--- src/hw/rv32_exec_pkg.sv ---
// RV32I execute stage types
package rv32_exec_pkg;

    typedef logic [31:0] word_t;
    typedef logic [4:0]  reg_addr_t;
    typedef logic [3:0]  byte_en_t;

    // Encoded as {instr[30], funct3}
    typedef enum logic [3:0] {
        ADD  = 4'b0000,
        SUB  = 4'b1000,
        SLL  = 4'b0001,
        SLT  = 4'b0010,
        SLTU = 4'b0011,
        XOR  = 4'b0100,
        SRL  = 4'b0101,
        SRA  = 4'b1101,
        OR   = 4'b0110,
        AND  = 4'b0111
    } alu_op_t;

    // Holds funct3, shared by loads and stores
    typedef enum logic [2:0] {
        LB  = 3'b000,
        LH  = 3'b001,
        LW  = 3'b010,
        LBU = 3'b100,
        LHU = 3'b101
    } load_type_t;

    typedef enum logic [2:0] {
        BEQ  = 3'b000,
        BNE  = 3'b001,
        BLT  = 3'b100,
        BGE  = 3'b101,
        BLTU = 3'b110,
        BGEU = 3'b111
    } branch_type_t;

    typedef enum logic {A_RS1, A_PC} a_sel_t;
    typedef enum logic [1:0] {B_RS2, B_IMM_I, B_IMM_S, B_IMM_U} b_sel_t;
    typedef enum logic [1:0] {WB_ALU, WB_LOAD, WB_PC4, WB_IMM_U} wb_sel_t;

    typedef struct packed {
        word_t instr;
        word_t pc;
        logic  prediction;
    } fetch_ex_t;

    typedef struct packed {
        alu_op_t      alu_op;
        a_sel_t       a_sel;
        b_sel_t       b_sel;
        wb_sel_t      wb_sel;
        logic         reg_wen;
        logic         dren;
        logic         dwen;
        load_type_t   load_type;
        branch_type_t branch_type;
        logic         branch;
        logic         jal;
        logic         jalr;
        logic         halt;
        logic         illegal;
        reg_addr_t    rs1;
        reg_addr_t    rs2;
        reg_addr_t    rd;
        word_t        imm_i;
        word_t        imm_s;
        word_t        imm_b;
        word_t        imm_u;
        word_t        imm_j;
    } ctrl_t;

    typedef struct packed {
        logic     ren;
        logic     wen;
        word_t    addr;
        word_t    wdata;
        byte_en_t byte_en;
    } dbus_req_t;

    typedef struct packed {
        logic      en;
        reg_addr_t rd;
        word_t     data;
    } wb_t;

    typedef struct packed {
        logic  illegal;
        logic  mal_load;
        logic  mal_store;
        word_t addr;
    } ex_exc_t;

endpackage

--- src/hw/data_ram.sv ---
// Byte-enabled data memory
`timescale 1ns/1ns

module data_ram #(
    parameter int DMEM_WORDS = 64
) (
    input  logic                     CLK,
    input  logic                     nRST,
    input  rv32_exec_pkg::dbus_req_t req,
    output rv32_exec_pkg::word_t     rdata
);
    import rv32_exec_pkg::*;

    localparam int IDX_W = $clog2(DMEM_WORDS);

    word_t            mem [DMEM_WORDS];
    logic [IDX_W-1:0] idx;

    // Upper address bits wrap around the depth
    assign idx = req.addr[IDX_W+1:2];

    always_ff @(posedge CLK, negedge nRST) begin
        if (!nRST) begin
            mem <= '{default: '0};
        end else if (req.wen) begin
            for (int b = 0; b < 4; b++) begin
                if (req.byte_en[b]) begin
                    mem[idx][8*b +: 8] <= req.wdata[8*b +: 8];
                end
            end
        end
    end

    assign rdata = req.ren ? mem[idx] : '0;

endmodule

--- config.mk ---
export PLATFORM = sky130hd
export DESIGN_NAME = data_ram
export DESIGN_NICKNAME = d
export VERILOG_FILES = /design/src/hw/rv32_exec_pkg.sv /design/src/hw/data_ram.sv
export SDC_FILE = /design/constraint.sdc
export NUM_CORES = 2
export LEC_CHECK = 0
export BUFFER_PORTS_ARGS = -buffer_cell sky130_fd_sc_hd__buf_2
export CORE_AREA = 2 2 448 450
export CTS_BUF_LIST = sky130_fd_sc_hd__clkbuf_8 sky130_fd_sc_hd__clkbuf_16
export CTS_CLUSTER_DIAMETER = 50
export DETAILED_ROUTE_END_ITERATION = 10
export DIE_AREA = 0 0 450 452
export PLACE_DENSITY = 0.73
export SLEW_MARGIN = 20
export SYNTH_ARGS = -nofsm -noshare
export SYNTH_HDL_FRONTEND = slang
export SYNTH_SLANG_ARGS = --single-unit
--- constraint.sdc ---
create_clock -name CLK -period 2.1 [get_ports CLK]
set_input_delay 0.105 -clock CLK [delete_from_list [all_inputs] [get_ports CLK]]
set_output_delay 0.105 -clock CLK [all_outputs]
set_load 0.02 [all_outputs]
After elaboration in Yosys (flattened, before gate mapping)
Index checks and enable logic that the tools add are counted.
W data, S select, Z words.
{"block": "word_totals", "regBits": 2048, "in_bits": 72, "out_inout_bits": 32, "wordCells": 91}
{"block": "classes", "magnitude_cmp": 2, "mux": 23, "n_bitwise": 1, "reduce_logical": 1}
{"operator": "$mux W2048", "count": 7}
{"operator": "$bwmux W2048", "count": 4}
{"operator": "$demux W32 S6", "count": 4}
{"operator": "$bmux W32 S6", "count": 1}
{"operator": "$mux W32", "count": 4}
{"operator": "$mux W24", "count": 1}
{"operator": "$mux W16", "count": 1}
{"operator": "$mux W8", "count": 1}
{"operator": "$ge A7 B7 Y1 const B", "count": 1}
{"operator": "$lt A7 B1 Y1 const B", "count": 1}
{"operator": "$not A6 Y7", "count": 1}
{"operator": "$logic_and A1 B1 Y1", "count": 1}

Logic depth before layout (Yosys ltp)
{"block": "logic_depth", "ltp_word": 16, "depth_mapped": 11, "ltp_nobuf": 6}

Worst setup path before layout
No wires, ideal clock.
{"block": "synth_path", "path_type": "input -> output", "startpoint": "input req[38] in the netlist's numbering", "endpoint": "output rdata[10]", "arrival_time_ns": 1.883, "required_time_ns": 1.995, "path_slack_ns": 0.112, "cell_stages": 8, "n_path_buf": 4, "path_cell_list": "buf_4 buf_6 buf_6 buf_2 mux4_2 mux2i_1 o22ai_1 o31a_1"}
{"block": "synth_between", "elab_chain_len": 5}
{"item": "from (decl)", "line": "data_ram.sv:9", "rtl": "input rv32_exec_pkg::dbus_req_t req,"}
{"item": "$not A6 Y7 (implied by the code)", "line": "data_ram.sv:34", "rtl": "assign rdata = req.ren ? mem[idx] : '0;"}
{"item": "$bmux W32 S6", "line": "data_ram.sv:34"}
{"item": "$mux W32 (implied by the code) (2 in series)", "line": "data_ram.sv:34"}
{"item": "$mux W32", "line": "data_ram.sv:34"}
{"item": "to (decl)", "line": "data_ram.sv:10", "rtl": "output rv32_exec_pkg::word_t rdata"}
Every way passes these cells. The select of a mux whose other input is x is not followed.

Final worst setup path
{"block": "layout_path", "startpoint": "register mem[196] in the netlist's numbering", "endpoint": "output rdata[4]"}
{"block": "layout_between", "elab_chain_len": 4}
{"item": "from (decl)", "line": "data_ram.sv:16", "rtl": "word_t mem [DMEM_WORDS];"}
{"item": "from (signal, indexed assignment)", "line": "data_ram.sv:28", "rtl": "mem[idx][8*b +: 8] <= req.wdata[8*b +: 8];"}
{"item": "$bmux W32 S6", "line": "data_ram.sv:34"}
{"item": "$mux W32 (implied by the code) (2 in series)", "line": "data_ram.sv:34"}
{"item": "$mux W32", "line": "data_ram.sv:34"}
Every way passes these cells. The select of a mux whose other input is x is not followed.

==> results.yml <==
synthesis:
  synth-simple-area-share_pct: 4.38
  yosys_register_bits: 2048
  synth_top_family_by_area: "multiplexers"
  synth_edf_count: 0
  syn_area_sq_um: 94900
  synth_nets: 6874
  synth_fa_ha_area_share_pct: 0
  synth_mux_area_share_pct: 29.4
  ys.flop_type: "dfrtp_1"
  yosys.area_share.xor_xnor_pct: 0
  async_reset_ff_share_pct: 100
  syn_area_per_cell_sq_um: 14.0
  yosys_warnings: 0
  synth_compound_area_share_pct: 9.35
  syn_inst: 6802
  yosysSeqAreaShare_pct: 54.0
  synth_cell_type_count: 66
power_and_ir_drop:
  leakagePower_nw: 53.7
  p_sw_share_pct: 25.5
  ir_drop_mv: 0.871
  total_power_mw: 92.6
  pwr-share-comb_pct: 11.8
  p_int_mw: 68.9
  seq_power_share_pct: 48.0
  powerDensity_nw_per_um2: 797
  clkPwrFrac_pct: 40.2
  p_sw_mw: 23.6
placement:
  routabilityCongestion: 0.919
  pre_cts_slack_ns: -1.13
  dp_hpwl_microns: 202000
  io_buffers: 77
cells_and_area:
  seqCellArea_sq_um: 51200
  multiInputGateArea_sq_um: 42400
  drive_gt1_share_pct: 48.0
  fillerInstances: 15044
  area_growth_pct: 22.3
  largest-register: "mem"
  nets: 7578
  top_regs: "mem x2048"
  largest_reg_flops: 2048
sta:
  hold_viol_final: 0
  worstMarginPinSlew_ns: 1.08
  slew_violations: 0
  period_minus_slack_ns: 3.23
  slew_headroom_pct: 28.2
  fin_crit_sh_pct: 154
  max_freq_ghz: 0.309
  setup_slack_ns: -1.13
  grt_setup_unrepaired: "yes"
  fin_worst_skew_ns: 0
  finalSetupViolations: 32
route:
  drc: 0
  first_pass_iters: 6
  ant_nets: 0
  finalWirelength_microns: 295000
  viasPerCell: 6.26
  routedWlPerCell_microns: 28.6
  drt_iter0_markers: 5920
  vias: 64595
worst_setup_path:
  crit_buf_inv: 1
  cp_data_arrival_time_ns: 3.13
  critPathMaxFanout: 2
  worstSetupPathType: "register to output pin"
  cp-end-kind: "output pin"
  critical-path-slowest-cell: "a2111oi_4"
  worstPathRequired_ns: 2.00
  critPathTopFamily: "compound AO/OA/AOI/OAI gates"
  worst_path_largest_cell_delay_ns: 0.48
  cp_cell_sequence: "mux2_4 -> a22oi_2 -> nor2_1 -> a221o_1 -> a2111oi_4 -> a41oi_4 -> buf_6"
  startpoint_type: "register"
run:
  drv_cap: 0
grt:
  grt_usage_pct: 28.8
  antenna_found_initial: 9
  grt_max_degree: 118
  grt_pass1_vias: 67818
  grt_overflow: 0
  grt_pass1_wl_microns: 445000
clock_tree:
  cts_tree: "done"
  htree_levels: 4
  clk_pin_slew_worst_paths_ns: 0.06
  clock_path_buffers: 3
  cts_sinks: 2048
  root_buffer: "clkbuf_16"
  cts_buffers: 204
  clock_latency_ns: 0.86
floorplanning:
  rows: 164
  die-area_sq_um: 203000
  die-width_microns: 450
  top_level_ports: 104
  start_util_pct: 47.8
  core-area_sq_um: 199000
  fp.dieH_microns: 452
run_status:
  violations: "setup timing"
  status: "finished with violations"
worst_hold_path:
  hold_path.class: "input pin to register"
Yosys cell counts, types with 29 or more instances:
library cell,count,share of area [%]
nor2_1,96,0.38
buf_2,164,0.86
buf_6,32,0.38
nand2_1,60,0.24
a21oi_1,145,0.76
o22ai_1,102,0.67
o221ai_1,29,0.27
nor2_2,54,0.36
buf_4,44,0.35
nor2_4,203,2.4
mux4_2,70,1.7
a221oi_1,170,1.6
dfrtp_1,2048,54
a22o_1,82,0.76
mux2_2,1724,20
o21ai_0,108,0.57
mux2i_1,259,2.7
buf_1,47,0.19
a22oi_1,379,3.0
clkbuf_1,284,1.1
mux2_1,379,4.5
path summary, 6_finish.rpt:
check                           slack (ns)  cells after the start      start         to
worst min-delay path                  0.07                      2    req[22]  mem[1298]
min in group asynchronous             0.10                      3       nRST   mem[491]
worst max register to register        1.09                      3  mem[1515]  mem[1515]
max in group asynchronous             1.28                      3       nRST   mem[411]
worst min register to register        0.48                      1   mem[189]   mem[189]
worst max-delay path                 -1.13                      7   mem[196]   rdata[4]
area by class of cell:
class / count / area share [%]
clock buffer: 250 / 4.98
clock inverter: 115 / 0.891
inverter: 2 / 0.00647
tap: 2656 / 2.86
timing repair buffer: 1070 / 10.5
multi-input combinational: 4180 / 36.6
antenna: 5 / 0.0108
sequential: 2048 / 44.2
routing by layer:
| layer | wire length, microns | up-vias | track usage [%] |
|---|---|---|---|
| met2 | 136000 | 2646 | 44.9 |
| met3 | 23000 | 786 | 6.35 |
| met5 | 27 | - | 0 |
| met1 | 118000 | 34216 | 37.7 |
| met4 | 18100 | 4 | 15.4 |
| li1 | - | 26943 | - |
cells in the final DEF, fill, tap and decap left out, types with 42 or more instances in the layout:
| cell | netlist | routed |
|---|---|---|
| dfrtp_1 | 2048 | 2048 |
| mux2_2 | 1724 | 1725 |
| buf_4 | 44 | 642 |
| a22oi_1 | 379 | 364 |
| mux2_1 | 379 | 360 |
| buf_12 | 1 | 327 |
| mux2i_1 | 259 | 251 |
| clkbuf_16 | 0 | 208 |
| nor2_4 | 203 | 205 |
| a221oi_1 | 170 | 134 |
| a21oi_1 | 145 | 125 |
| nor2_1 | 96 | 90 |
| o22ai_1 | 102 | 87 |
| a22o_1 | 82 | 82 |
| o21ai_0 | 108 | 79 |
| mux4_2 | 70 | 70 |
| nor2_2 | 54 | 58 |
| nand2_1 | 60 | 46 |
| inv_1 | 1 | 45 |
| buf_2 | 164 | 43 |
| clkbuf_8 | 0 | 42 |
kinds of logic after synthesis:
family / Yosys count
AO/OA/AOI/OAI: 1205
buffers and inverters: 574
AND/OR/NAND/NOR: 541
flip-flops: 2048
multiplexers: 2434
power by group through the flow:
stage | combinational (mW) | sequential (mW) | clock, mW
floorplan | 5.98 | 44.5 | 0
global placement | 10.0 | 44.8 | 0
detailed placement | 10.3 | 45.1 | 0
CTS | 10.8 | 44.4 | 37.5
global route | 11.6 | 44.8 | 39.1
finish | 10.9 | 44.4 | 37.2
what timing repair did:
item,CTS,global route
hold buffers,24,0
resized for setup,273,58
endpoints found under the setup margin,32,32
pin swaps,100,40
cloned,0,0
buffers inserted,10,3
hold endpoints to repair,2796,0
metrics by stage:
step / utilization [%] / area [sq um] / instances / TNS (ns) / hold WS [ns]
finish: 58.4 / 116000 / 10326 / -27.19 / 0.0714
global route: 58.4 / 116000 / 10324 / -29.19 / 0.0721
CTS: 58.3 / 116000 / 10319 / -28.05 / 0.0128
detailed placement: 54.1 / 107000 / 9929 / -432.26 / 0.114
global placement: 54.1 / 107000 / 9929 / -396.21 / 0.107
floorplan: - / 94900 / 6802 / 0 / -0.191
Power figures use the tool's default switching activity.
